==> config.mk <==
export PLATFORM = sky130hd
export DESIGN_NAME = read_mux
export DESIGN_NICKNAME = d
export VERILOG_FILES = /design/src/verilog/bus_pkg.sv /design/src/verilog/io_pkg.sv /design/src/verilog/read_mux.sv
export VERILOG_INCLUDE_DIRS = /design/src /design/src/verilog
export SDC_FILE = /design/constraint.sdc
export NUM_CORES = 1
export LEC_CHECK = 0
export ABC_AREA = 1
export BUFFER_PORTS_ARGS = -buffer_cell sky130_fd_sc_hd__buf_2
export CAP_MARGIN = 20
export CELL_PAD_IN_SITES_DETAIL_PLACEMENT = 0
export CELL_PAD_IN_SITES_GLOBAL_PLACEMENT = 2
export CORE_AREA = 2 2 259 261
export CTS_CLUSTER_DIAMETER = 40
export CTS_CLUSTER_SIZE = 8
export DETAILED_ROUTE_END_ITERATION = 8
export DIE_AREA = 0 0 261 263
export MAX_ROUTING_LAYER = met4
export PLACE_DENSITY_LB_ADDON = 0.1
export SLEW_MARGIN = 20
export SYNTH_ARGS = -nofsm -noshare
export SYNTH_HDL_FRONTEND = slang
export SYNTH_SLANG_ARGS = --single-unit
==> constraint.sdc <==
create_clock -name clk_24 -period 2.1 [get_ports clk_24]
set_clock_uncertainty 0.2 [all_clocks]
set_input_delay 0.21 -clock clk_24 [delete_from_list [all_inputs] [get_ports clk_24]]
set_output_delay 0.21 -clock clk_24 [all_outputs]
set_load 0.005 [all_outputs]
==> src/verilog/aznable_consts.svh <==
`ifndef AZNABLE_CONSTS_SVH
`define AZNABLE_CONSTS_SVH

// Processor bus widths
`define AZ_ADDR_W 16
`define AZ_DATA_W 8

// Memory sizes as address widths
`define AZ_WKRAM_AW 14
`define AZ_COLRAM_AW 5

// Millisecond timer, 24 MHz clock
`define AZ_TIMER_DIV 24000
`define AZ_TIMER_W 16

// High address byte of each memory mapped page
`define AZ_JOY_PAGE 8'h81
`define AZ_ANL_PAGE 8'h82
`define AZ_ANR_PAGE 8'h83
`define AZ_PADDLE_PAGE 8'h84
`define AZ_SPIN_PAGE 8'h85
`define AZ_KEY_PAGE 8'h86
`define AZ_MOUSE_PAGE 8'h87
`define AZ_TSTAMP_PAGE 8'h88
`define AZ_TIMER_PAGE 8'h89
`define AZ_COLRAM_PAGE 8'hB4

// Pause register sits at 8A30h to 8A3Fh
`define AZ_PAUSE_TAG 12'h8A3

`endif

==> src/verilog/bus_pkg.sv <==
`default_nettype none

`include "aznable_consts.svh"

package bus_pkg;

	// One processor cycle as seen by the bus
	typedef struct packed {
		logic [`AZ_ADDR_W-1:0] addr;
		logic [`AZ_DATA_W-1:0] wdata;
		logic                  wr;
	} cpu_bus_t;

	// Source of the read byte
	typedef enum logic [3:0] {
		NONE, WKRAM, COLRAM, JOY, ANL, ANR, PADDLE, SPIN, KEY, MOUSE, TSTAMP, TIMER
	} region_e;

	typedef struct packed {
		logic wkram;
		logic colram;
		logic timer_clear;
		logic pause_set;
	} wr_strobe_t;

	// Region plus byte offset into that region
	typedef struct packed {
		region_e    region;
		logic [4:0] offset;
	} rd_sel_t;

endpackage

`default_nettype wire

==> src/verilog/io_pkg.sv <==
`default_nettype none

`include "aznable_consts.svh"

package io_pkg;

	typedef logic [`AZ_DATA_W-1:0] byte_t;

	// Host side inputs, field widths follow the host framework
	typedef struct packed {
		// 6 devices of 32 buttons
		logic [191:0] joystick;
		// 6 devices, Y in [15:8], X in [7:0]
		logic [95:0]  analog_l;
		logic [95:0]  analog_r;
		logic [47:0]  paddle;
		// Bit 8 of each device toggles per update
		logic [95:0]  spinner;
		// [8] extended, [9] pressed, [10] toggle
		logic [10:0]  ps2_key;
		logic [47:0]  ps2_mouse;
		// Seconds count plus change toggle in bit 32
		logic [32:0]  timestamp;
	} host_inputs_t;

endpackage

`default_nettype wire

==> src/verilog/read_mux.sv <==
`timescale 1ns/1ps
`default_nettype none

`include "aznable_consts.svh"

module read_mux (
	input  wire logic                      clk_24,
	input  wire logic                      rst_n,
	input  wire bus_pkg::rd_sel_t          sel,
	input  wire io_pkg::host_inputs_t      inputs,
	input  wire logic [`AZ_TIMER_W-1:0]    timer,
	input  wire io_pkg::byte_t             wkram_q,
	input  wire logic                      colram_q,
	output io_pkg::byte_t                  rd_data
);
	import bus_pkg::*;
	import io_pkg::*;

	// Fields padded with zeros up to the reach of their offset bits
	logic [255:0] joy_w;
	logic [127:0] anl_w;
	logic [127:0] anr_w;
	logic [127:0] spin_w;
	logic [63:0]  paddle_w;
	logic [63:0]  mouse_w;
	logic [63:0]  tstamp_w;
	logic [15:0]  key_w;

	byte_t   in_byte;
	byte_t   in_byte_q;
	rd_sel_t sel_q;

	assign joy_w    = 256'(inputs.joystick);
	assign anl_w    = 128'(inputs.analog_l);
	assign anr_w    = 128'(inputs.analog_r);
	assign spin_w   = 128'(inputs.spinner);
	assign paddle_w = 64'(inputs.paddle);
	assign mouse_w  = 64'(inputs.ps2_mouse);
	assign tstamp_w = 64'(inputs.timestamp);
	assign key_w    = 16'(inputs.ps2_key);

	always_comb
	begin
		case (sel.region)
			JOY:     in_byte = joy_w[{sel.offset, 3'd0} +: 8];
			ANL:     in_byte = anl_w[{sel.offset[3:0], 3'd0} +: 8];
			ANR:     in_byte = anr_w[{sel.offset[3:0], 3'd0} +: 8];
			SPIN:    in_byte = spin_w[{sel.offset[3:0], 3'd0} +: 8];
			PADDLE:  in_byte = paddle_w[{sel.offset[2:0], 3'd0} +: 8];
			MOUSE:   in_byte = mouse_w[{sel.offset[2:0], 3'd0} +: 8];
			TSTAMP:  in_byte = tstamp_w[{sel.offset[2:0], 3'd0} +: 8];
			KEY:     in_byte = key_w[{sel.offset[0], 3'd0} +: 8];
			TIMER:   in_byte = timer[{sel.offset[0], 3'd0} +: 8];
			default: in_byte = '0;
		endcase
	end

	// Registered to line up with the RAM read latency
	always_ff @(posedge clk_24)
	begin
		if (!rst_n)
			sel_q <= '{region: NONE, offset: '0};
		else
			sel_q <= sel;
		in_byte_q <= in_byte;
	end

	always_comb
	begin
		case (sel_q.region)
			NONE:    rd_data = '0;
			WKRAM:   rd_data = wkram_q;
			COLRAM:  rd_data = {`AZ_DATA_W{colram_q}};
			default: rd_data = in_byte_q;
		endcase
	end

endmodule

`default_nettype wire

# Word-level counts from Yosys, hierarchy flattened
# Cells that the tools add are included.
[word_totals]
inputBits = 656
regBits = 12
elab_cells = 25
output_inout_bits = 8
[classes]
n_shift = 9
n_mux = 2
n_eq_ne = 11
reduce_logical = 1
[op_table]
columns = ["op", "count"]
rows = [
  ["$shiftx A128 B8 Y8", 3],
  ["$shiftx A256 B9 Y8", 1],
  ["$shiftx A64 B7 Y8", 3],
  ["$pmux W8 S9", 1],
  ["$shiftx A16 B5 Y8", 2],
  ["$pmux W8 S3", 1],
  ["$eq A4 B3 Y1 const B", 4],
  ["$eq A4 B4 Y1 const B", 4],
  ["$eq A4 B2 Y1 const B", 2],
  ["$eq A4 B1 Y1 const B", 1],
  ["$logic_not A4 Y1", 1],
]

# Depth between registers and ports, before layout
[depth]
depth_word = 2
mapped_depth = 16
depth_no_buf = 14

# Worst setup path after synthesis
# Ideal clock, no wire load.
[synth_path]
kind = "register -> output"
startpoint = "register sel_q[5] in the netlist's numbering"
endpoint = "output rd_data[0]"
required_time_ns = 1.690
path_stages_with_launch = 5
arrival_ns = 1.293
path_slack_ns = 0.397
path_buffers = 0
path_cell_list = "dfxtp_1 inv_1 nor4_1 nand2_1 a22oi_1"
[synth_via]
elab_chain_cells = 2
word_cells_on_any_way = 4
cone_classes = "eq/ne (2); mux (1); reduce/logical (1)"
[synth_lines]
columns = ["element", "line", "text"]
rows = [
  ["start, declared", "read_mux.sv:31", "rd_sel_t sel_q;"],
  ["start signal, assigned", "read_mux.sv:62", "sel_q <= '{region: NONE, offset: '0};"],
  ["start signal, assigned", "read_mux.sv:64", "sel_q <= sel;"],
  ["$eq A4 B2 Y1 (tied with other cells)", "read_mux.sv:70", "case (sel_q.region)"],
  ["$pmux W8 S3 *", "read_mux.sv:70", ""],
  ["end, declared", "read_mux.sv:14", "output io_pkg::byte_t rd_data"],
]
# Mark *: on every way between the ends. The rest lies on a longest branch, timed or not.

# Worst setup path in the final report
[layout_path]
startpoint = "input sel[0] in the netlist's numbering"
endpoint = "register in_byte_q[0]"
[layout_via]
elab_chain_cells = 2
word_cells_on_any_way = 10
cone_classes = "shift (9); mux (1)"
[layout_lines]
columns = ["element", "line", "text"]
rows = [
  ["start, declared", "read_mux.sv:9", "input wire bus_pkg::rd_sel_t sel,"],
  ["$shiftx A256 B9 Y8 (tied with other cells)", "read_mux.sv:45", "JOY: in_byte = joy_w[{sel.offset, 3'd0} +: 8];"],
  ["$pmux W8 S9 *", "read_mux.sv:44", "case (sel.region)"],
  ["net in_byte[0]", "read_mux.sv:29", "byte_t in_byte;"],
  ["end signal, assigned", "read_mux.sv:65", "in_byte_q <= in_byte;"],
  ["end, declared", "read_mux.sv:30", "byte_t in_byte_q;"],
]
# Mark *: on every way through the listed nets, which the timed path passes. The rest lies on a longest branch.
# A chain may end at the register's enable or synchronous reset.

==> results.yml <==
outcome:
  status: "finished clean"
synthesis:
  netlist_area_sq_um: 6780
  ys_seq_area_share_pct: 3.54
  synth_enable_flop_cells: 0
  yosysMostFrequentCell: "nand2_1"
  synth-seq-cells: 12
  synth_flop_cell: "dfxtp_1"
  synth_largest_area_cell: "nand2_1"
  yosys_warnings: 0
  syn_avg_cell_area_sq_um: 4.62
  syn_inst: 1468
  synth_top_cells_by_count: "nand2_1 (511), nor2_1 (208), nand3_1 (199)"
  synth_fp_nets: 2124
  synthTopCellsByArea: "nand2_1 (28%), nand3_1 (15%), nor2_1 (12%)"
  ys_async_sr_fraction_pct: 0
  synth_top_area_share_pct: 28.3
  synth_cell_types: 27
grt:
  grt.overflow.total: 0
  grt_start_max_net_pins: 60
  antenna_found_initial: 37
  grt_pass1_vias: 13500
  grt_first_pass_wirelength_um: 95200
  grt_usage_pct: 19.5
worst_setup_path:
  startpoint: "sel[0]"
  critical_path_peak_fanout: 30
  cpPeakStageDelay_ns: 0.33
  arrival_ns: 1.90
  critical_path.endpoint: "in_byte_q[0]$_DFF_P_"
  cp_num_buf_inv: 5
  startpoint_type: "input port"
  cp-end-kind: "register"
  criticalPathCategory: "input port to register"
  required_ns: 2.02
  cp.depth: 11
  crit_top_cell: "nand3_1"
  crit_family: "buffers and inverters"
  cp_slowest_cell: "o21ai_0"
  cp_cell_sequence: "buf_8, inv_6, buf_12, buf_16, o21ai_0, o221ai_1, buf_4, nand3_1, nand3_1, nand2_1, nand3_1"
die:
  ios: 664
  die_h_um: 263
  coreArea_sq_um: 65600
  start_util_pct: 10.3
  die_area_sq_um: 68600
  rows: 94
  dieWidth_um: 261
sta:
  max-slew-margin-rel_pct: 68.7
  hold_viol_final: 0
  timing.final.ws_setup_ns: 0.125
  tightestPinTransition_ns: 0.468
  finalMaxSlewViolations: 0
  hold_slack_ns: 0.0248
  fin_crit_sh_pct: 94.0
  fmax_ghz: 0.506
  fin_crit_ns: 1.97
  finalSetupViolations: 0
  rsz0062_at_grt: "false"
routing:
  drt_wl_total_um: 69400
  detail_route.first_pass.iterations: 7
  drtIter0Drc: 604
  wl_per_cell_um: 22.6
  drc: 0
  vias: 12700
  viasPerCell: 4.13
  ant_nets: 0
clock_tree:
  cts_num_sinks: 12
  cts_tree: "built"
  clockRootBuffer: "clkbuf_16"
  path_clk_slew_ns: 0.04
  numCtsBuffers: 3
  cts_max_level: 1
  cts_max_path_buffers: 2
final_layout:
  drive_above_1_share_pct: 39.2
  post-route-util_pct: 18.9
  area_delta_synth_final_pct: 82.6
  design_area_sq_um: 12400
  layout.nets: 2834
placement:
  pre_cts_ws_ns: -0.479
  port_buffers: 663
  gp_congestion: 0.876
  dp.final_hpwl_um: 59600
  placed_area_sq_um: 12100
pwr:
  power.leakage_uw: 0.00622
  power_density_nw_per_um2: 241
  vdd_drop_max_uv: 166
run:
  drv_cap: 0
hold_path:
  worst_hold_path_type: "input port to register"
  min_delay_path_depth: 3
## metal layers
| metal | global-route usage [%] | wire length, um |
|---|---|---|
| met5 | - | 0 |
| met4 | 1.83 | 765 |
| met3 | 4.09 | 4740 |
| met2 | 36.0 | 35600 |
| met1 | 22.0 | 28300 |
## sequential cells by signal, indices dropped and copies added (netlist names)
signal,flops
in_byte_q,8
sel_q,4
## timing repair
| action | CTS | global route |
|---|---|---|
| hold endpoints to repair | 0 | 0 |
| endpoints found under the setup margin | 4 | 16 |
| cloned | 1 | 3 |
| hold buffers | 0 | 0 |
| buffers inserted | 1 | 0 |
| pin swaps | 1 | 1 |
| gates resized for setup | 7 | 12 |
## layout make-up
type	instances	area, sq um
fill	8002	53200
timing repair buffer	825	4900
inverter	56	220
clock buffer	3	75.1
antenna	33	82.6
multi-input combinational	1280	5790
sequential	12	240
tap	864	1080
## cell usage in the layout (no fill, tap or decap), drive strengths merged
| cell | Yosys | layout |
|---|---|---|
| buf | 87 | 822 |
| diode | 0 | 33 |
| nand3 | 199 | 199 |
| o221ai | 7 | 7 |
| o211ai | 30 | 30 |
| o21ai | 126 | 126 |
| nor2 | 210 | 210 |
| nand2 | 514 | 514 |
| nor3 | 1 | 1 |
| a31oi | 1 | 1 |
| dfxtp | 12 | 12 |
| nand4 | 6 | 6 |
| nor4 | 1 | 1 |
| inv | 54 | 54 |
| o22ai | 14 | 14 |
| a22o | 10 | 10 |
| clkbuf | 33 | 6 |
| a21oi | 151 | 151 |
| a32o | 2 | 2 |
| a22oi | 8 | 8 |
| clkinv | 2 | 2 |
## cell families after synthesis
family	after synthesis	share of synthesized area, %
AO/OA/AOI/OAI	349	28.5
buffers and inverters	176	12.1
flip-flops	12	3.54
AND/OR/NAND/NOR	931	55.8
## tightest hold or removal path, stage by stage
cell	delay, ns
buf_2	0.13
nand2_1	0.06
inv_1	0.04
## stage by stage
stage          total power [uW]  cells  setup TNS [ns]
6_report                   2980   3073               0
5_1_grt                    3280   3071               0
4_1_cts                    3030   3038               0
3_5_place_dp               2650   3033           -1.98
3_3_place_gp               2670   3033           -2.03
2_1_floorplan              1220   1468               0
## how the worst min path moves through the flow
stage | from | endpoint | slack (ns)
5_1_grt | rst_n | sel_q[5]$_SDFF_PN0_ | 0.04
6_report | rst_n | sel_q[5]$_SDFF_PN0_ | 0.02
3_3_place_gp | rst_n | sel_q[5]$_SDFF_PN0_ | 0.28
2_1_floorplan | sel[5] | sel_q[5]$_SDFF_PN0_ | 0.10
3_5_place_dp | rst_n | sel_q[5]$_SDFF_PN0_ | 0.28
4_1_cts | rst_n | sel_q[5]$_SDFF_PN0_ | 0.03
## report_power, final
group / switching [uW] / total, uW / internal, uW
Clock: 99.1 / 347 / 248
Sequential: 9.77 / 260 / 251
Combinational: 1290 / 2370 / 1080
Total: 1400 / 2980 / 1580
No activity file was read; power rests on OpenSTA's default activity.
