<file path="src/verilog/aznable_consts.svh">
`ifndef AZNABLE_CONSTS_SVH
`define AZNABLE_CONSTS_SVH

// Processor bus widths
`define AZ_ADDR_W 16
`define AZ_DATA_W 8

// Memory sizes as address widths
`define AZ_WKRAM_AW 14
`define AZ_COLRAM_AW 5

// Millisecond timer, 24 MHz clock
`define AZ_TIMER_DIV 24000
`define AZ_TIMER_W 16

// High address byte of each memory mapped page
`define AZ_JOY_PAGE 8'h81
`define AZ_ANL_PAGE 8'h82
`define AZ_ANR_PAGE 8'h83
`define AZ_PADDLE_PAGE 8'h84
`define AZ_SPIN_PAGE 8'h85
`define AZ_KEY_PAGE 8'h86
`define AZ_MOUSE_PAGE 8'h87
`define AZ_TSTAMP_PAGE 8'h88
`define AZ_TIMER_PAGE 8'h89
`define AZ_COLRAM_PAGE 8'hB4

// Pause register sits at 8A30h to 8A3Fh
`define AZ_PAUSE_TAG 12'h8A3

`endif

</file>
<file path="src/verilog/bus_pkg.sv">
`default_nettype none

`include "aznable_consts.svh"

package bus_pkg;

	// One processor cycle as seen by the bus
	typedef struct packed {
		logic [`AZ_ADDR_W-1:0] addr;
		logic [`AZ_DATA_W-1:0] wdata;
		logic                  wr;
	} cpu_bus_t;

	// Source of the read byte
	typedef enum logic [3:0] {
		NONE, WKRAM, COLRAM, JOY, ANL, ANR, PADDLE, SPIN, KEY, MOUSE, TSTAMP, TIMER
	} region_e;

	typedef struct packed {
		logic wkram;
		logic colram;
		logic timer_clear;
		logic pause_set;
	} wr_strobe_t;

	// Region plus byte offset into that region
	typedef struct packed {
		region_e    region;
		logic [4:0] offset;
	} rd_sel_t;

endpackage

`default_nettype wire

</file>
<file path="src/verilog/addr_decoder.sv">
`timescale 1ns/1ps
`default_nettype none

`include "aznable_consts.svh"

module addr_decoder (
	input  wire logic               clk_24,
	input  wire logic               rst_n,
	input  wire bus_pkg::cpu_bus_t  bus,
	input  wire logic               pause,
	output bus_pkg::rd_sel_t        sel,
	output bus_pkg::wr_strobe_t     wr,
	output logic                    pause_out
);
	import bus_pkg::*;

	region_e region;
	logic    pause_latch;

	// Work RAM takes the whole top quarter and the rest decodes by page
	always_comb
	begin
		region = NONE;
		if (bus.addr[15:14] == 2'b11)
			region = WKRAM;
		else
		begin
			case (bus.addr[15:8])
				`AZ_JOY_PAGE:    region = JOY;
				`AZ_ANL_PAGE:    region = ANL;
				`AZ_ANR_PAGE:    region = ANR;
				`AZ_PADDLE_PAGE: region = PADDLE;
				`AZ_SPIN_PAGE:   region = SPIN;
				`AZ_KEY_PAGE:    region = KEY;
				`AZ_MOUSE_PAGE:  region = MOUSE;
				`AZ_TSTAMP_PAGE: region = TSTAMP;
				`AZ_TIMER_PAGE:  region = TIMER;
				`AZ_COLRAM_PAGE: region = COLRAM;
				default:         region = NONE;
			endcase
		end
	end

	assign sel.region = region;
	assign sel.offset = bus.addr[4:0];

	assign wr.wkram       = bus.wr && (region == WKRAM);
	assign wr.colram      = bus.wr && (region == COLRAM);
	assign wr.timer_clear = bus.wr && (region == TIMER);
	assign wr.pause_set   = bus.wr && (bus.addr[15:4] == `AZ_PAUSE_TAG);

	// Host pause releases the latch, and wins over a write in the same cycle
	always_ff @(posedge clk_24)
	begin
		if (!rst_n)
			pause_latch <= 1'b0;
		else if (pause)
			pause_latch <= 1'b0;
		else if (wr.pause_set)
			pause_latch <= 1'b1;
	end

	assign pause_out = pause || pause_latch;

	a_one_strobe: assert property (@(posedge clk_24) disable iff (!rst_n) $onehot0(wr));

endmodule

`default_nettype wire

</file>
<file path="config.mk">
export PLATFORM = sky130hd
export DESIGN_NAME = addr_decoder
export DESIGN_NICKNAME = d
export VERILOG_FILES = /design/src/verilog/bus_pkg.sv /design/src/verilog/addr_decoder.sv
export VERILOG_INCLUDE_DIRS = /design/src /design/src/verilog
export SDC_FILE = /design/constraint.sdc
export NUM_CORES = 1
export LEC_CHECK = 0
export ABC_AREA = 1
export BUFFER_PORTS_ARGS = -buffer_cell sky130_fd_sc_hd__buf_2
export CAP_MARGIN = 20
export CELL_PAD_IN_SITES_DETAIL_PLACEMENT = 2
export CELL_PAD_IN_SITES_GLOBAL_PLACEMENT = 2
export CORE_ASPECT_RATIO = 1.2
export CORE_MARGIN = 1
export CORE_UTILIZATION = 14
export CTS_CLUSTER_DIAMETER = 50
export DETAILED_ROUTE_END_ITERATION = 6
export PLACE_DENSITY = 0.84
export REMOVE_ABC_BUFFERS = 1
export SLEW_MARGIN = 10
export SYNTH_ARGS = -nofsm -noshare
export SYNTH_HDL_FRONTEND = slang
export SYNTH_SLANG_ARGS = --single-unit
</file>
<file path="constraint.sdc">
create_clock -name clk_24 -period 1.7 [get_ports clk_24]
set_input_delay 0.34 -clock clk_24 [delete_from_list [all_inputs] [get_ports clk_24]]
set_output_delay 0.34 -clock clk_24 [all_outputs]
set_load 0.01 [all_outputs]
</file>
* Word level (Yosys, flattened, before mapping) *
Cells that the tools add are included.

cells by class
  eq/ne operators = 15
  muxes and demuxes = 2
  bitwise gates (word level) = 1
  reductions and logical operators = 6

operators by type and width
  operator                                             number
  equality test 8 bit, second input constant           10
  one-hot mux 4 bit (10 select lines)                  1
  equality test 12 bit, second input constant          1
  equality test 4 x 1 -> 1 bit, second input constant  1
  equality test 4 x 2 -> 1 bit, second input constant  1
  equality test 4 bit, second input constant           1
  logical AND 1 bit                                    4
  2-to-1 mux 4 bit                                     1
  equality test 2 bit, second input constant           1
  OR reduction 2 bit                                   1
  logical OR 1 bit                                     1
  NOT 1 bit                                            1

storage, ports and cells
  flip-flop bits (word level) = 1

* Logic depth before layout (Yosys ltp) *
Gate-level depths: netlist of run 1.

  depth in word-level cells = 5
  gate-level depth with buffers = 10
  depth with buffers taken out = 10

* Worst setup path after synthesis of run 1 *
Ideal clock, no wire load.

  kind = input port to output port
  start point = input port bus[22] (netlist bit)
  end point = output port wr[2] (netlist bit)
  arrival = 1.124 ns
  path slack = 0.236 ns
  stages = 9
  path buffers = 1
  path through = inv_1 nand2_1 nor2_4 buf_6 nand3_1 nand3_2 nor2_1 nand2_1 nor2_1

RTL lines
  what             RTL line            source
  start, declared  addr_decoder.sv:9   input wire bus_pkg::cpu_bus_t bus,
  end, declared    addr_decoder.sv:12  output bus_pkg::wr_strobe_t wr,

==> results of run 1 <==
## cells by family (layout without fill, tap and decap cells)
family,Yosys count,in the layout,synth area share
AO/OA/AOI/OAI,4,4,0.0712
buffers and inverters,18,44,0.243
flip-flops,1,1,0.0518
AND/OR/NAND/NOR,47,48,0.634
## report_power, final
part	internal (mW)	switching, mW
Sequential	0.0239	0.00000137
Clock	0	0
Combinational	0.0516	0.0683
## critical path, stage by stage
cell                      delay [ns]
sky130_fd_sc_hd__buf_6          0.10
sky130_fd_sc_hd__inv_4          0.05
sky130_fd_sc_hd__nand2_4        0.07
sky130_fd_sc_hd__nor2_4         0.20
sky130_fd_sc_hd__buf_6          0.14
sky130_fd_sc_hd__nand3_2        0.06
sky130_fd_sc_hd__nand3_2        0.10
sky130_fd_sc_hd__nor2_2         0.04
sky130_fd_sc_hd__nand2_1        0.05
sky130_fd_sc_hd__nor2_1         0.04
sky130_fd_sc_hd__buf_2          0.13
## area by class of cell
type                            instances  area, um2  area share
Tap cell                               33       41.3      0.0559
Sequential cell                         1       20.0      0.0271
Multi-Input combinational cell         52        395       0.536
Inverter                               12       52.6      0.0712
Timing Repair Buffer                   32        229       0.310
## repair_timing
| item | 4_1_cts | 5_1_grt |
|---|---|---|
| cloned | 1 | 0 |
| setup endpoints to repair | 1 | 4 |
| buffers inserted | 2 | 3 |
| pin swaps | 1 | 20 |
| gates resized for setup | 1 | 52 |
## routing by layer
metal  global-route usage  vias up
met4                    0        0
met3               0.0179        0
met2                0.205       22
met5                    0        -
met1                0.108      256
li1                     -      270
## worst paths after layout
path	from	end	slack [ns]	cells after the start
worst min-delay path	pause_latch	pause_latch	0.53	2
worst min register to register	pause_latch	pause_latch	0.53	2
worst max register to register	pause_latch	pause_latch	1.09	2
worst max-delay path	bus[23]	wr[2]	0.05	11
## placed cells by master (no fill, tap or decap)
master,n
sky130_fd_sc_hd__nand3_1,3
sky130_fd_sc_hd__nand3_4,1
sky130_fd_sc_hd__nand2_4,7
sky130_fd_sc_hd__nor2_2,5
sky130_fd_sc_hd__nor3_1,1
sky130_fd_sc_hd__inv_1,4
sky130_fd_sc_hd__nor2_4,6
sky130_fd_sc_hd__or2_2,1
sky130_fd_sc_hd__nand2_2,4
sky130_fd_sc_hd__nand3_2,6
sky130_fd_sc_hd__inv_2,5
sky130_fd_sc_hd__dfxtp_1,1
sky130_fd_sc_hd__buf_4,5
sky130_fd_sc_hd__buf_2,18
sky130_fd_sc_hd__nand4_1,1
sky130_fd_sc_hd__o21ai_2,3
sky130_fd_sc_hd__buf_6,9
sky130_fd_sc_hd__o21ai_0,1
sky130_fd_sc_hd__nor2_1,6
sky130_fd_sc_hd__nand2_1,6
sky130_fd_sc_hd__inv_4,3
sky130_fd_sc_hd__or2_1,1
==> run summary, run 1 <==
maximum number of pins on one net before global-route repair: 6
Detail Placement HPWL: 1.20 mm
final cycle utilization of the critical path: 0.970
wire length of the first global-routing pass: 2.35 mm
Residual DRC: 0
Worst-path clk slew: 0 ns
EDFF count, synth: 0
number of antenna violations at the first check in global routing: 0
routed wire length: 1.86 mm
global placer's final weighted congestion: 0.787
count of unique library cells instantiated by Yosys: 18
Die ar.: 0.00298 mm2
Critical Path Fanout Max: 5
Vias per Instance: 4.22
post-route setup slack: 0.0508 ns
asr flop ratio synth: 0
placed cell areas: 519 um2
largest area contributor in the synthesized netlist: sky130_fd_sc_hd__nand2_1
biggest regs: pause_latch (1)
Total Nets Final: 127
Final Hold Fails: 0
number of setup violations in the final report: 0
dpl cells: 124
startpoint kind of the worst setup timing path: input port
largest cells by area after synthesis: sky130_fd_sc_hd__nand2_1, sky130_fd_sc_hd__nor2_1, sky130_fd_sc_hd__nand3_2
post-route ant nets: 0
hold buffer count at CTS: 0
number of instances in the synthesized netlist: 70
final clock skew: 0 ns
starting DRC count in detailed routing: 2
# diodes: 0
Final min period: 1.65 ns
leftover overflow at the end of global routing: 0
headroom to the max-slew limit: 0.836
highest routing layer actually used: met3
data arrival time of the critical path: 1.31 ns
dominant register cell in the synthesized netlist: sky130_fd_sc_hd__dfxtp_1
share of the synthesized area in the top cell type: 0.117
DR vias: 548
insertion delay of the later-clocked pin in the worst-skew pair: 0 ns
detailed-route wire length on metal 1: 648 um
final core occ: 0.286
Initial DRT Pass Iterations: 3
pin slew with the least headroom to its limit: 0.245 ns
Placement Setup Slack: -0.0890 ns
Die Height: 59.6 um
Top Ports: 42
largest register by flop count: pause_latch
non-filler cells, final: 130
standard-cell row count: 20
worst vdd ir: 0.0804 mV
max reg flops: 1
leakage dissipation: 0.422 nW
proportion of synthesized chip area in sequential cells: 0.0518
Req. time, crit path: 1.36 ns
HP Class: reg2reg
met3 layer wire length in the routed design: 99 um
syn_area_per_cell: 5.52 um2
starting utilization of the core area: 0.150
number of pins exceeding their max-slew limit in the final report: 0
fmax: 606 MHz
sum of negative setup slack: 0 ns
area added between synthesis and finish: 90.9%
type of destination of the critical path: output pin
Worst Path Class, Setup: in2out
layout cells sized above 1: 0.753
total power per unit cell area: 195 mW/mm2
total routing resource utilization after global routing: 0.0986
total non-filler cell area in the finished layout: 738 um2
#FFs+latches synth: 1
summed instance area of the synthesized netlist: 387 um2
number of filler instances in the final layout: 317
routed length on met2: 1.11 mm
result of the run: complete, no violations
Core ar.: 0.00258 mm2
number of buffers inserted by port buffering: 25
x dimension of the die: 50.0 um
via count of the first global-routing pass: 589
Commonest cells post-synth: sky130_fd_sc_hd__nand2_1, sky130_fd_sc_hd__nor2_1, sky130_fd_sc_hd__inv_1
detailed-route wire length per cell: 14.3 um
final-layout worst hold slack: 0.525 ns
Maximum Capacitance Violations: 0
final total power: 0.144 mW
total number of yosys warnings: 0
Power figures use the tool's default switching activity.
==> inputs of run 2 (changes only) <==
==> constraint.sdc (replaced) <==
create_clock -name clk_24 -period 1.7 [get_ports clk_24]
set_input_delay 0.085 -clock clk_24 [delete_from_list [all_inputs] [get_ports clk_24]]
set_output_delay 0.085 -clock clk_24 [all_outputs]
set_load 0.01 [all_outputs]
==> run summary, run 2 (synthesized netlist as in run 1, its figures left out) <==
final cycle utilization of the critical path: 0.752 (was 0.970)
share of power burned in registers: 0.251 (was 0.167)
register-to-register setup slack: 1.09 ns (about the same)
post-route ant nets: 0 (unchanged)
Die ar.: 0.00298 mm2 (unchanged)
detailed-route wire length per cell: 10.8 um (was 14.3 um)
Final Hold Fails: 0 (unchanged)
CTS resizes: 0 (was 1)
pin slew with the least headroom to its limit: 0.290 ns (was 0.245 ns)
most common cell after layout, fill and taps aside: sky130_fd_sc_hd__buf_2 (unchanged)
standard-cell row count: 20 (unchanged)
max reg flops: 1 (unchanged)
start point of the worst hold path: bus[9] (was pause_latch)
biggest regs: pause_latch (1) (unchanged)
leftover overflow at the end of global routing: 0 (unchanged)
insertion delay of the later-clocked pin in the worst-skew pair: 0 ns (about the same)
number of pins exceeding their max-slew limit in the final report: 0 (unchanged)
number of setup violations in the final report: 0 (unchanged)
final clock skew: 0 ns (unchanged)
clock share of power: 0 (about the same)
setup repair after global routing missed its margin: no
final total power: 0.0955 mW (was 0.144 mW)
worst vdd ir: 0.0947 mV (was 0.0804 mV)
starting DRC count in detailed routing: 1 (was 2)
DR vias: 500 (was 548)
fmax: 782 MHz (was 606 MHz)
crit-path leading delay family: simple AND/OR/NAND/NOR gates (unchanged)
layout cells sized above 1: 0.483 (was 0.753)
Buffers & Inverters on Critical Path: 3 (was 4)
maximum number of pins on one net before global-route repair: 12 (was 6)
sum of negative setup slack: 0 ns (unchanged)
net load switching power: 0.0433 mW (was 0.0683 mW)
hold buffer count at CTS: 0 (unchanged)
first element of the critical path: bus[23] (unchanged)
Vias per Instance: 4.10 (was 4.22)
Die Height: 59.6 um (unchanged)
Core ar.: 0.00258 mm2 (unchanged)
portion of total power attributed to combinational logic: 0.749 (was 0.833)
design internal power: 0.0522 mW (was 0.0755 mW)
x dimension of the die: 50.0 um (unchanged)
type of destination of the critical path: output pin (unchanged)
Req. time, crit path: 1.62 ns (was 1.36 ns)
starting utilization of the core area: 0.150 (unchanged)
startpoint kind of the worst setup timing path: input port (unchanged)
data arrival time of the critical path: 1.19 ns (was 1.31 ns)
area added between synthesis and finish: 30.4% (was 90.9%)
total power per unit cell area: 189 mW/mm2 (was 195 mW/mm2)
number of antenna violations at the first check in global routing: 0 (unchanged)
global placer's final weighted congestion: 0.788 (was 0.787)
via count of the first global-routing pass: 562 (was 589)
final-layout worst hold slack: 0.170 ns (was 0.525 ns)
wire length of the first global-routing pass: 2.28 mm (was 2.35 mm)
Critical R2R Launch: pause_latch (unchanged)
Critical Path Fanout Max: 11 (was 5)
Post CTS Setup Buffer Count: 0 (was 2)
Top Ports: 42 (unchanged)
cell breakdown of the critical path: buf_2, inv_1, nand2_2, nor2_4, nand2_1, nand2_1, o21ai_0, nor2_1, buf_2 (was buf_6, inv_4, nand2_4, nor2_4, buf_6, nand3_2, nand3_2, nor2_2, nand2_1, nor2_1, buf_2)
Worst Path Class, Setup: in2out (unchanged)
Maximum Capacitance Violations: 0 (unchanged)
Residual DRC: 0 (unchanged)
Final min period: 1.28 ns (was 1.65 ns)
routed wire length: 1.32 mm (was 1.86 mm)
Total Nets Final: 119 (was 127)
headroom to the max-slew limit: 0.806 (was 0.836)
Initial DRT Pass Iterations: 2 (was 3)
# diodes: 0 (unchanged)
result of the run: complete, no violations (unchanged)
largest register by flop count: pause_latch (unchanged)
total routing resource utilization after global routing: 0.0959 (was 0.0986)
leakage dissipation: 0.314 nW (was 0.422 nW)
Sw Ratio: 0.454 (was 0.475)
standard cell with the maximum stage delay on the critical path: sky130_fd_sc_hd__nor2_4 (unchanged)
number of buffers inserted by port buffering: 25 (unchanged)
HP Class: in2out (was reg2reg)
most frequent cells in the layout: sky130_fd_sc_hd__buf_2, sky130_fd_sc_hd__nand2_1, sky130_fd_sc_hd__nor2_1 (was sky130_fd_sc_hd__buf_2, sky130_fd_sc_hd__buf_6, sky130_fd_sc_hd__nand2_4)
Detail Placement HPWL: 1.22 mm (was 1.20 mm)
stage delay of the slowest cell on the critical path: 0.27 ns (was 0.20 ns)
-- run 2: changes by cell type in the layout (fill, tap and decap cells not counted), sizes merged --
cell	delta
nor2	-1
buf	-7
-- run 2: power by group through the flow --
stage / logic (mW) / registers, mW / clock network (mW)
2_1_floorplan: 0.0352 / 0.0240 / 0
3_5_place_dp: 0.0730 / 0.0240 / 0
4_1_cts: 0.0735 / 0.0240 / 0
5_1_grt: 0.0810 / 0.0240 / 0
3_3_place_gp: 0.0686 / 0.0240 / 0
6_report: 0.0715 / 0.0240 / 0
-- run 2: layout make-up --
type                       count  area (um2)
multi-input combinational     51         273
sequential                     1        20.0
fill                         339        2070
timing repair buffer          25         125
inverter                      12        45.0
tap                           33        41.3
-- run 2: path summary, 6_finish.rpt --
kind / to / cells after the start
min reg2reg: pause_latch / 2
min: sel[0] / 0
max: wr[2] / 9
max reg2reg: pause_latch / 2
-- run 2: worst register-to-register path, delay by kind of cell, from the launching register on --
kind	cells	cell delay [ns]
AO/OA/AOI/OAI	1	0.15
AND/OR/NAND/NOR	1	0.04
flip-flops	1	0.30
-- run 2: routing by layer --
layer,GRT usage,part of all wire,up-vias
met3,0.0205,0.069,0
met1,0.0941,0.36,229
met4,0,0,0
met5,0,0,-
met2,0.210,0.57,22
li1,-,-,249
-- run 2: metrics by stage --
step                      utilization  std cells  setup slack (ns)  area (um2)
after floorplan                     -         64             0.708         338
after global placement          0.196        122             0.455         504
after detailed placement        0.196        122             0.392         504
after CTS                       0.196        122             0.392         504
after global routing            0.196        122             0.299         504
final                           0.196        122             0.421         504
