### config.mk
export PLATFORM = sky130hd
export DESIGN_NAME = sync_ram
export DESIGN_NICKNAME = d
export VERILOG_FILES = /design/src/verilog/sync_ram.sv
export SDC_FILE = /design/constraint.sdc
export NUM_CORES = 1
export LEC_CHECK = 0
export CORE_MARGIN = 2
export CORE_UTILIZATION = 49
export CTS_CLUSTER_SIZE = 12
export DETAILED_ROUTE_END_ITERATION = 8
export DONT_BUFFER_PORTS = 1
export PLACE_DENSITY = 0.72
export REMOVE_ABC_BUFFERS = 1
export SLEW_MARGIN = 20
export SYNTH_ARGS = -nofsm -noshare
export SYNTH_HDL_FRONTEND = slang
export SYNTH_SLANG_ARGS = --single-unit
### constraint.sdc
create_clock -name clk_24 -period 6.5 [get_ports clk_24]
set_input_delay 0.975 -clock clk_24 [delete_from_list [all_inputs] [get_ports clk_24]]
set_output_delay 0.975 -clock clk_24 [all_outputs]
set_load 0.1 [all_outputs]
### src/verilog/sync_ram.sv
`timescale 1ns/1ps
`default_nettype none

module sync_ram #(
	parameter int  AW = 8,
	parameter type data_t = logic
) (
	input  wire logic          clk_24,
	input  wire logic [AW-1:0] addr,
	input  wire logic          we,
	input  wire data_t         wdata,
	output data_t              rdata
);

	data_t mem [2**AW];

	// Write-first port, a write shows its own data on the same edge
	always_ff @(posedge clk_24)
	begin
		if (we)
		begin
			mem[addr] <= wdata;
			rdata <= wdata;
		end
		else
			rdata <= mem[addr];
	end

	a_addr_known: assert property (@(posedge clk_24) we |-> !$isunknown(addr));

endmodule

`default_nettype wire

Word level (Yosys, flattened, before mapping)
Memory sizes are Yosys's and may differ from the RTL's. A register that Yosys moved wholly into a read port is not among the register bits.
Index checks and enable logic that the tools add are counted.
{"block": "totals", "mem_count": 1, "in_bits": 11, "elab_cells": 3, "ram_bits": 256, "regBits": 0, "output_inout_bits": 1}
{"name": "mem", "words": 256, "word_bits": 1, "rd": 1, "rd_ports_with_merged_regs": 1, "write_ports": 1, "line_no": "15", "source": "data_t mem [2**AW];"}
{"block": "op_classes", "n_mux": 2}
{"cell": "$mux W1", "count": 2}

Logic depth before layout (Yosys ltp)
Gate-level depths: netlist of run 1.
{"block": "logic_depth", "word_depth": 2, "depth_mapped": 10, "depth_no_buf": 6}

Worst setup path before layout of run 1
No wires, ideal clock.
{"block": "synth_timing", "kind": "flip-flop to output port", "start": "register with a tool-made name", "end": "output port rdata", "n_path_buf": 3, "arrival_ps": 3248, "path_slack_ps": 2277, "stages_incl_launch_ff": 10, "required_time_ps": 5525, "cell_sequence": "dfxtp_1 -> buf_6 -> buf_6 -> or3b_1 -> buf_2 -> o22ai_1 -> nor4_1 -> a2111oi_0 -> a21oi_1 -> a22oi_1"}
{"item": "end, declared", "line_no": "12", "source": "output data_t rdata"}

==> parameters.txt, run 1 <==
Parameter                              Value

Timing
  Min Tclk post-route    5.07 ns
  Final total negative setup slack    0 ns
  Number of setup violations in the final report    0
  Crit path setup slack, layout    roughly 1.4 ns
  Final hold vios    0
  Upper clock frequency limit    197 MHz
  Slew Limit Fails    0
  Unrepaired setup endpoints after global routing    no
  Slew at the pin closest to its max-slew limit    roughly 1.2 ns
  Post-route clock period utilization    78.0%
  Headroom to the max-slew limit    22.1%

Die
  Standard-cell row count    55
  Initial Utilization    49.8%
  Die outline area    24200 sq um
  DIE WIDTH    156 um
  Area of the core    ~23000 sq um
  IO Pins    12
  Height of the die    around 160 um

Clocking
  CTS Hold Buffers Added    0
  Number of gates resized after CTS    0
  Sink Count    around 260
  Number of CTS-inserted buffers    27
  Clock Path Buffers    3
  Root buffer cell    sky130_fd_sc_hd__clkbuf_16
  CTS tree    done
  Clock transition time at the flip-flop clock pins of the worst setup and hold paths    0.06 ns
  H-tree depth reported by CTS    1
  Setup Buffers After CTS    0

Pwr
  Static leakage    3.67 nW
  Clock network fraction of total power    40.8%
  Combinational fraction of design power    roughly 3.8%
  Pwr dens    281 nW/um^2
  Total Power    approximately 3.4 mW
  Sequential cell fraction of total power    55.3%
  Switching power share of the total    20.5%
  Peak supply drop    0.205 mV
  Design internal power    approximately 2.7 mW
  Net load switching power    0.700 mW

Logic synthesis
  Synthesized area per cell    14.2 sq um
  #FFs+latches synth    264
  Number of warning messages in the yosys log    0
  Number of library cell types mapped by synthesis    35
  Post-synth design cell area    11300 sq um
  Synthesized-area fraction occupied by and/or/nand/nor cells    11.8%
  Share of the yosys chip area belonging to registers    69.6%
  Synth Area in Compound Gates    3.08%
  Number of instances in the synthesized netlist    795
  Area share of fa/ha/maj cells after synthesis    0%
  Share of synthesized area spent on multiplexers    13.0%
  Main combinational cell family by area after synthesis    multiplexers
  Parity-gate share of the synthesized area counting xor and xnor cells    0%

Detailed routing
  Sum of met2 wire segment lengths after detailed routing    around 12 mm
  Count of nets left with antenna violations after detail routing    0
  Average vias per placed instance    a little over 6
  Top Metal Used    met4
  Detailed-routing iteration count for the pre-antenna-repair pass    6
  Average wire per cell in the routed design    22.7 um
  WL met1    9.87 mm
  DRC violation count after routing    0
  DRC violation total after the first TritonRoute iteration    925
  Sum of met3 wire segment lengths after detailed routing    around 2.2 mm
  Total via count in the routed design    about 6.6k
  Total length of routed wires    24.4 mm

Cells and area
  Largest regs    mem: 256 flops
  Most frequent cells in the layout    sky130_fd_sc_hd__nor2_1, sky130_fd_sc_hd__edfxtp_1, sky130_fd_sc_hd__mux2i_1
  Fraction of final layout cells with drive strength greater than 1    10.1%
  Number of flip-flops under the largest register name    256
  Share of the core filled with cells    between 50% and 60%
  Commonest non-fill, non-tap cell in the layout    sky130_fd_sc_hd__nor2_1
  # diodes    0
  Number of fill cells in the layout    roughly 1.8k
  Final-stage net count    782
  Largest Register    mem
  Area overhead of the layout relative to synthesis    8.02%

Critical path
  Worst path bufs/invs    0
  Ordered list of cells on the worst path    nand3_1, o22ai_1, nor4_1, a2111oi_0, a21oi_1, a22oi_2
  Category of cells accounting for the largest share of critical-path delay    compound AO/OA/AOI/OAI gates
  Critical Path Source Type    flop
  Critical Path Fanout Max    39
  Arrival time worst endpoint    4.10 ns
  Slowest stage delay, CP    between 1 and 1.5 ns
  Slowest stage cell, crit path    sky130_fd_sc_hd__a22oi_2
  Kind of end point of the critical path    primary output
  Number of cells on the critical path    6
  Crit path kind    flop to primary output
  Worst path required time    5.52 ns

Global routing
  First-pass GRT wire length    between 30 and 40 mm
  Number of antenna violations at the first check in global routing    0
  Combined global-route utilization of all metal layers    20.5%
  Grt total ovfl    0
  Number of global-route vias before repair    between 6k and 7k
  Maximum number of pins on one net before global-route repair    257

Placement
  Minimum setup slack after placement    around 2.0 ns
  HPWL after detailed placement    13.6 mm
  Number of buffers inserted by port buffering    0
  Weighted congestion at the end of routability-driven global placement    between 0.8 and 0.9

Job
  Max Cap Viol    0

Outcome
  Status    finished clean

Hold path
  Worst hold-check path type    input port to flop
  Hold wc startpoint    addr[6]
  Worst hold path depth    0
[worst paths after layout]
| kind | endpoint | slack [ns] |
|---|---|---|
| worst max-delay path | rdata | 1.43 |
| worst min-delay path | flop | 0.47 |
[synthesized netlist by cell type (all sizes together)]
library cell	instances	share of area (%)
a2111oi	2	0.16
edfxtp	256	68
nor2	268	8.9
a311oi	2	0.16
mux2i	51	4.5
nor3b	1	0.067
nand2b	1	0.056
a21oi	2	0.089
dfxtp	8	1.4
inv	1	0.033
nor3	3	0.13
o21ai	2	0.089
a22o	6	0.47
mux2	1	0.10
nand3	12	0.53
a22oi	8	0.53
nand4	1	0.056
clkbuf	39	1.3
and3	1	0.056
nand3b	3	0.20
o2111ai	1	0.078
mux4	42	8.4
o22ai	23	1.3
and3b	1	0.078
nand2	23	0.77
or4	1	0.067
nor4	5	0.28
a31oi	3	0.17
buf	17	1.1
or3b	1	0.078
a21boi	1	0.067
nor2b	9	0.50
[layout make-up]
cell class	instances	area, sq um	area share, %
clock inverters	7	27.5	0.226
flip-flops and latches	264	7860	64.5
clock buffers	41	758	6.23
multi-input cells	474	3150	25.9
repair buffers	3	22.5	0.185
inverters	1	3.75	0.0308
well taps	285	357	2.93
[power groups by stage]
stage / Clock (mW) / Sequential, mW / Combinational [mW]
5_1_grt: 1.47 / 1.89 / 0.139
6_report: 1.40 / 1.89 / 0.130
2_1_floorplan: 0 / 1.93 / 0.0926
3_3_place_gp: 0 / 1.93 / 0.128
3_5_place_dp: 0 / 1.93 / 0.129
4_1_cts: 1.41 / 1.89 / 0.130
[cell families after synthesis]
| group | after synthesis |
|---|---|
| AND/OR/NAND/NOR | 330 |
| AO/OA/AOI/OAI | 50 |
| flip-flops | 264 |
| multiplexers | 94 |
| buffers and inverters | 57 |
[metrics by stage]
step           hold WS [ns]  cell area, sq um  std cells
3_3_place_gp           1.00             11400       1027
6_report              0.468             12200       1075
4_1_cts               0.452             12200       1075
2_1_floorplan          1.00             11000        739
3_5_place_dp           1.00             11400       1027
5_1_grt               0.457             12200       1075
[per-layer routing]
layer  up-vias  global-route usage, %
met2       288                   33.1
met3        53                   3.78
met4         0                   5.55
li1       2891                      -
met5         -                      0
met1      3348                   29.0
Power figures use the tool's default switching activity.
==> run 2: changes to the inputs <==
ABC_AREA = 1   (was not set)
PLACE_DENSITY = 0.74   (was 0.72)
clock period = 4.1 ns   (was 6.5 ns; I/O delays follow)
==> run 2 against run 1 <==
  * Via count rose by 28%
  * Largest cell class unchanged
  * Cell area up 4.5%
  * Count of clock-buffer cells in the layout fell by 1
  * Sequential share of layout area fell by 2.8 points
  * Sequential power increased by 58%
==> parameters.txt, run 2 <==
Parameter                              Value

Outcome
  Status    finished clean

Cells and area
  Area of all placed cells without fillers    between 10000 and 15000 sq um
  Number of flip-flops under the largest register name    about 260
  Largest regs    mem: 256 flops
  Fraction of final layout cells with drive strength greater than 1    4.88%
  Number of fill cells in the layout    between 2k and 2.5k
  Commonest non-fill, non-tap cell in the layout    sky130_fd_sc_hd__nand2_1
  Final standard cell count with taps included and fillers excluded    1487
  Largest Register    mem
  Area overhead of the layout relative to synthesis    7.22%
  # diodes    0
  Final-stage net count    1163
  Most frequent cells in the layout    sky130_fd_sc_hd__nand2_1, sky130_fd_sc_hd__nor2_1, sky130_fd_sc_hd__edfxtp_1

Detailed routing
  Count of nets left with antenna violations after detail routing    0
  Average wire per cell in the routed design    around 19 um
  DRC violation total after the first TritonRoute iteration    961
  Average vias per placed instance    5.68
  Total via count in the routed design    around 8.4k
  Detailed-routing iteration count for the pre-antenna-repair pass    5
  Total length of routed wires    28.6 mm
  DRC violation count after routing    0

Timing
  Upper clock frequency limit    271 MHz
  Unrepaired setup endpoints after global routing    no
  Slew at the pin closest to its max-slew limit    ~1.1 ns
  Number of setup violations in the final report    0
  Post-route clock period utilization    90.0%
  Slew Limit Fails    0
  Final hold vios    0
  Crit path setup slack, layout    0.412 ns
  Min Tclk post-route    3.69 ns
  Headroom to the max-slew limit    24.0%

Die
  Standard-cell row count    56
  Initial Utilization    between 50% and 60%
  Height of the die    ~160 um
  Area of the core    23600 sq um
  DIE WIDTH    160 um
  Die outline area    around 25000 sq um
  IO Pins    12

Logic synthesis
  Number of warning messages in the yosys log    0
  Number of enable flip-flop cells after synthesis    256
  Share of the yosys chip area belonging to registers    66.2%
  Cells taking the most area after synthesis    sky130_fd_sc_hd__edfxtp_1, sky130_fd_sc_hd__nand3_1, sky130_fd_sc_hd__nand2_1
  Most numerous cell types in the synthesized netlist    sky130_fd_sc_hd__nand2_1, sky130_fd_sc_hd__nor2_1, sky130_fd_sc_hd__edfxtp_1
  #FFs+latches synth    264
  Largest area contributor in the synthesized netlist    sky130_fd_sc_hd__edfxtp_1
  Number of instances in the synthesized netlist    1191
  Area fraction of the dominant cell type after synthesis    64.8%
  Number of library cell types mapped by synthesis    13
  Commonest register cell after synthesis    sky130_fd_sc_hd__edfxtp_1
  Post-synth design cell area    11900 sq um
  Library cell with the highest instance count after synthesis    sky130_fd_sc_hd__nand2_1
  Synthesized area per cell    9.96 sq um
  Proportion of register bits with asynchronous set or reset after synthesis    0%

Global routing
  Number of antenna violations at the first check in global routing    0
  First-pass GRT wire length    43.8 mm
  Combined global-route utilization of all metal layers    22.1%
  Number of global-route vias before repair    7973
  Maximum number of pins on one net before global-route repair    ~260
  Grt total ovfl    0

Critical path
  Critical Path Fanout Max    38
  Ordered list of cells on the worst path    inv_4, buf_4, nand2_1, nand3_1, nand3_1, nand3_1, nand3_1, nand2_1, nand2_1, nand3_1, nand3_1, nand2_1, buf_4
  Critical Path Source Type    flop
  Slowest stage cell, crit path    sky130_fd_sc_hd__dfxtp_4
  Worst path required time    3.48 ns
  Number of cells on the critical path    13
  Slowest stage delay, CP    ~0.48 ns
  Kind of end point of the critical path    primary output
  Worst path bufs/invs    3
  Capture point of the critical path    rdata
  Arrival time worst endpoint    3.07 ns
  Category of cells accounting for the largest share of critical-path delay    buffers and inverters
  Cell repeated most along the worst path    sky130_fd_sc_hd__nand3_1
  Crit path kind    flop to primary output

Clocking
  CTS Hold Buffers Added    0
  Clock transition time at the flip-flop clock pins of the worst setup and hold paths    0.06 ns
  Number of CTS-inserted buffers    27
  Sink Count    264
  CTS tree    done
  Setup Buffers After CTS    0
  Number of gates resized after CTS    0
  Clock Path Buffers    3
  Root buffer cell    sky130_fd_sc_hd__clkbuf_16
  H-tree depth reported by CTS    1

Hold path
  Worst hold-check path type    input port to flop

Placement
  Number of buffers inserted by port buffering    0
  DP Area    approximately 12000 sq um
  Minimum setup slack after placement    1.01 ns
  Weighted congestion at the end of routability-driven global placement    0.819
  HPWL after detailed placement    14.8 mm
  Number of placed cells counting well taps    between 1k and 1.5k

Pwr
  Pwr dens    437 nW/um^2
  Total Power    5.55 mW
  Static leakage    4.28 nW
  Peak supply drop    0.351 mV

Job
  Max Cap Viol    0
[run 2: cell types whose count changed after synthesis, sizes merged, moves of 5 or more]
cell	delta
mux4	-42
nand3	+242
buf	+28
nor4	-5
inv	+17
nand2	+276
a22o	-6
o22ai	-23
mux2i	-51
a22oi	-8
nor2b	-9
[run 2: through the flow]
| step | setup TNS, ns | util [%] | hold slack [ns] |
|---|---|---|---|
| CTS | 0 | 53.8 | 0.0880 |
| global placement | 0 | 50.4 | 0.643 |
| global route | 0 | 53.8 | 0.0878 |
| floorplan | -1.66 | - | 0.643 |
| finish | 0 | 53.8 | 0.102 |
| detailed placement | 0 | 50.4 | 0.643 |
[run 2: layout make-up]
| class | instances | area (sq um) | share of cell area, % |
|---|---|---|---|
| clock buffer | 40 | 754 | 5.93 |
| inverter | 18 | 70.1 | 0.551 |
| clock inverter | 5 | 51.3 | 0.404 |
| multi-input combinational | 824 | 3430 | 27.0 |
| sequential | 264 | 7850 | 61.8 |
| tap | 319 | 399 | 3.14 |
| timing repair buffer | 17 | 153 | 1.20 |
[run 2: where the power goes]
group | internal (mW) | switching, mW | total (mW)
sequential | 2.97 | 0.0116 | 2.98
clock | 1.32 | 0.949 | 2.27
combinational | 0.0776 | 0.225 | 0.302
[run 2: layer usage]
layer | track usage (%) | vias up | share of wire, %
met5 | 0 | - | 0
met4 | 8.06 | 0 | 3.3
met3 | 3.36 | 70 | 8.9
met2 | 37.3 | 371 | 49
met1 | 29.2 | 4063 | 39
li1 | - | 3945 | -
[run 2: cells by family after synthesis]
logic type,count (synthesis),share of synthesized area (%)
buffers and inverters,103,4.99
DFF,264,66.2
and+or+nand+nor,824,28.8
[run 2: worst min path at each step]
stage / to / start / slack (ns) / cells after the start
floorplan: flop / addr[0] / 0.64 / 0
CTS: flop / addr[4] / 0.09 / 0
global route: flop / addr[4] / 0.09 / 0
finish: flop / addr[4] / 0.10 / 0
detailed placement: flop / addr[0] / 0.64 / 0
global placement: flop / addr[0] / 0.64 / 0
==> run 3: changes to the inputs <==
--- a/config.mk
+++ b/config.mk
@@ -13,3 +13,3 @@
 export DONT_BUFFER_PORTS = 1
-export PLACE_DENSITY = 0.74
+export PLACE_DENSITY = 0.72
 export REMOVE_ABC_BUFFERS = 1
==> constraint.sdc (replaced) <==
create_clock -name clk_24 -period 4.16 [get_ports clk_24]
set_input_delay 0.832 -clock clk_24 [delete_from_list [all_inputs] [get_ports clk_24]]
set_output_delay 0.832 -clock clk_24 [all_outputs]
set_load 0.1 [all_outputs]
==> run 3 against run 2 <==
  * Sequential power fell by 2%
  * Non-clock buffer count down 2
  * Wire length grew 0.54%
  * Critical endpoint unchanged
  * Hold slack improved by 0.23 ns
==> parameters.txt, run 3 (synthesis results as in run 2) <==
Parameter                              Value

Pwr
  Peak supply drop    between 0.3 and 0.4 mV
  Switching power share of the total    between 20 and 25%
  Clock network fraction of total power    39.9%
  Combinational fraction of design power    5.7%
  Design internal power    4.21 mW
  Pwr dens    426 nW/um^2
  Static leakage    4.24 nW
  Sequential cell fraction of total power    between 50% and 60%
  Net load switching power    1.18 mW

Clocking
  CTS tree    done
  Sink Count    264
  Number of CTS-inserted buffers    27
  CTS Hold Buffers Added    0
  Setup Buffers After CTS    0
  Clock Path Buffers    3
  Number of gates resized after CTS    0
  Root buffer cell    sky130_fd_sc_hd__clkbuf_16
  H-tree depth reported by CTS    1
  Clock transition time at the flip-flop clock pins of the worst setup and hold paths    0.06 ns

Timing
  Upper clock frequency limit    269 MHz
  Final hold vios    0
  Slew at the pin closest to its max-slew limit    1.08 ns
  Final total negative setup slack    0 ns
  Unrepaired setup endpoints after global routing    no
  Crit path setup slack, layout    0.446 ns
  Number of setup violations in the final report    0
  Headroom to the max-slew limit    around 28%
  Post-route clock period utilization    89.3%
  Slew Limit Fails    0
  Min Tclk post-route    3.71 ns

Cells and area
  Commonest non-fill, non-tap cell in the layout    sky130_fd_sc_hd__nand2_1
  Number of fill cells in the layout    2099
  Most frequent cells in the layout    sky130_fd_sc_hd__nand2_1, sky130_fd_sc_hd__nor2_1, sky130_fd_sc_hd__edfxtp_1
  Final standard cell count with taps included and fillers excluded    about 1.5k
  Largest Register    mem
  # diodes    0
  Fraction of final layout cells with drive strength greater than 1    under 10%
  Final-stage net count    1161
  Number of flip-flops under the largest register name    256
  Largest regs    mem: 256 flops
  Area overhead of the layout relative to synthesis    6.73%

Critical path
  Worst path bufs/invs    3
  Category of cells accounting for the largest share of critical-path delay    simple AND/OR/NAND/NOR gates
  Slowest stage cell, crit path    sky130_fd_sc_hd__dfxtp_4
  Capture point of the critical path    rdata
  Slowest stage delay, CP    roughly 0.36 ns
  Critical Path Source Type    flop
  Critical Path Fanout Max    54
  Kind of end point of the critical path    primary output
  Crit path kind    flop to primary output
  Arrival time worst endpoint    2.88 ns
  Cell repeated most along the worst path    sky130_fd_sc_hd__nand3_1
  Worst path required time    3.33 ns
  Number of cells on the critical path    13
  Ordered list of cells on the worst path    inv_4, buf_12, nand2_1, nand3_1, nand3_1, nand3_1, nand3_1, nand2_1, nand2_1, nand3_1, nand3_1, nand2_1, buf_12

Detailed routing
  Average vias per placed instance    5.71
  Total via count in the routed design    8480
  WL met1    11.3 mm
  Sum of met3 wire segment lengths after detailed routing    around 3.1 mm
  Sum of met2 wire segment lengths after detailed routing    13.4 mm
  Total length of routed wires    28.7 mm
  Average wire per cell in the routed design    19.4 um
  DRC violation count after routing    0
  DRC violation total after the first TritonRoute iteration    1184
  Top Metal Used    met4
  Detailed-routing iteration count for the pre-antenna-repair pass    5
  Count of nets left with antenna violations after detail routing    0

Placement
  Weighted congestion at the end of routability-driven global placement    between 0.8 and 0.9
  Number of buffers inserted by port buffering    0
  Number of placed cells counting well taps    roughly 1.4k
  HPWL after detailed placement    14.4 mm
  Minimum setup slack after placement    1.04 ns

Die
  DIE WIDTH    160 um
  Area of the core    23600 sq um
  Height of the die    160 um
  IO Pins    12
  Die outline area    25500 sq um
  Initial Utilization    50.2%
  Standard-cell row count    56

Global routing
  Maximum number of pins on one net before global-route repair    roughly 260
  Grt total ovfl    0
  Number of antenna violations at the first check in global routing    0
  First-pass GRT wire length    ~44 mm
  Number of global-route vias before repair    7897
  Combined global-route utilization of all metal layers    between 20% and 30%

Job
  Max Cap Viol    0

Hold path
  Worst hold-check path type    input port to flop

Outcome
  Status    finished clean
[run 3: worst min-delay path by stage]
stage / from / to / slack (ns) / cells past startpoint
detailed placement: addr[0] / flop / 0.86 / 0
global placement: addr[0] / flop / 0.86 / 0
floorplan: addr[0] / flop / 0.86 / 0
global route: addr[5] / flop / 0.32 / 0
finish: addr[5] / flop / 0.33 / 0
CTS: addr[5] / flop / 0.32 / 0
[run 3: final cells by class]
type | count | area (sq um) | area share (%)
clock buffer | 40 | 734 | 5.80
clock inverter | 4 | 21.3 | 0.168
inverter | 18 | 70.1 | 0.554
multi-input combinational | 824 | 3430 | 27.1
sequential | 264 | 7850 | 62.0
tap | 319 | 399 | 3.15
timing repair buffer | 15 | 150 | 1.19
[run 3: metal layers]
metal | up-vias | GRT usage (%)
li1 | 3935 | -
met1 | 4069 | 30.7
met2 | 406 | 35.5
met3 | 70 | 3.67
met4 | 0 | 7.64
met5 | - | 0
[run 3: through the flow]
stage	instance area, sq um	utilization, %	hold slack (ns)	total power, mW
after floorplan	11300	-	0.860	3.18
after global placement	11900	50.4	0.860	3.28
after detailed placement	11900	50.4	0.860	3.29
after CTS	12700	53.6	0.317	5.40
after global routing	12700	53.6	0.317	5.53
final	12700	53.6	0.328	5.39
[run 3: power groups by stage]
stage | combinational, mW | sequential (mW) | clock (mW)
5_1_grt | 0.333 | 2.93 | 2.27
3_5_place_dp | 0.302 | 2.99 | 0
3_3_place_gp | 0.298 | 2.99 | 0
2_1_floorplan | 0.178 | 3.01 | 0
4_1_cts | 0.304 | 2.93 | 2.16
6_report | 0.305 | 2.93 | 2.15
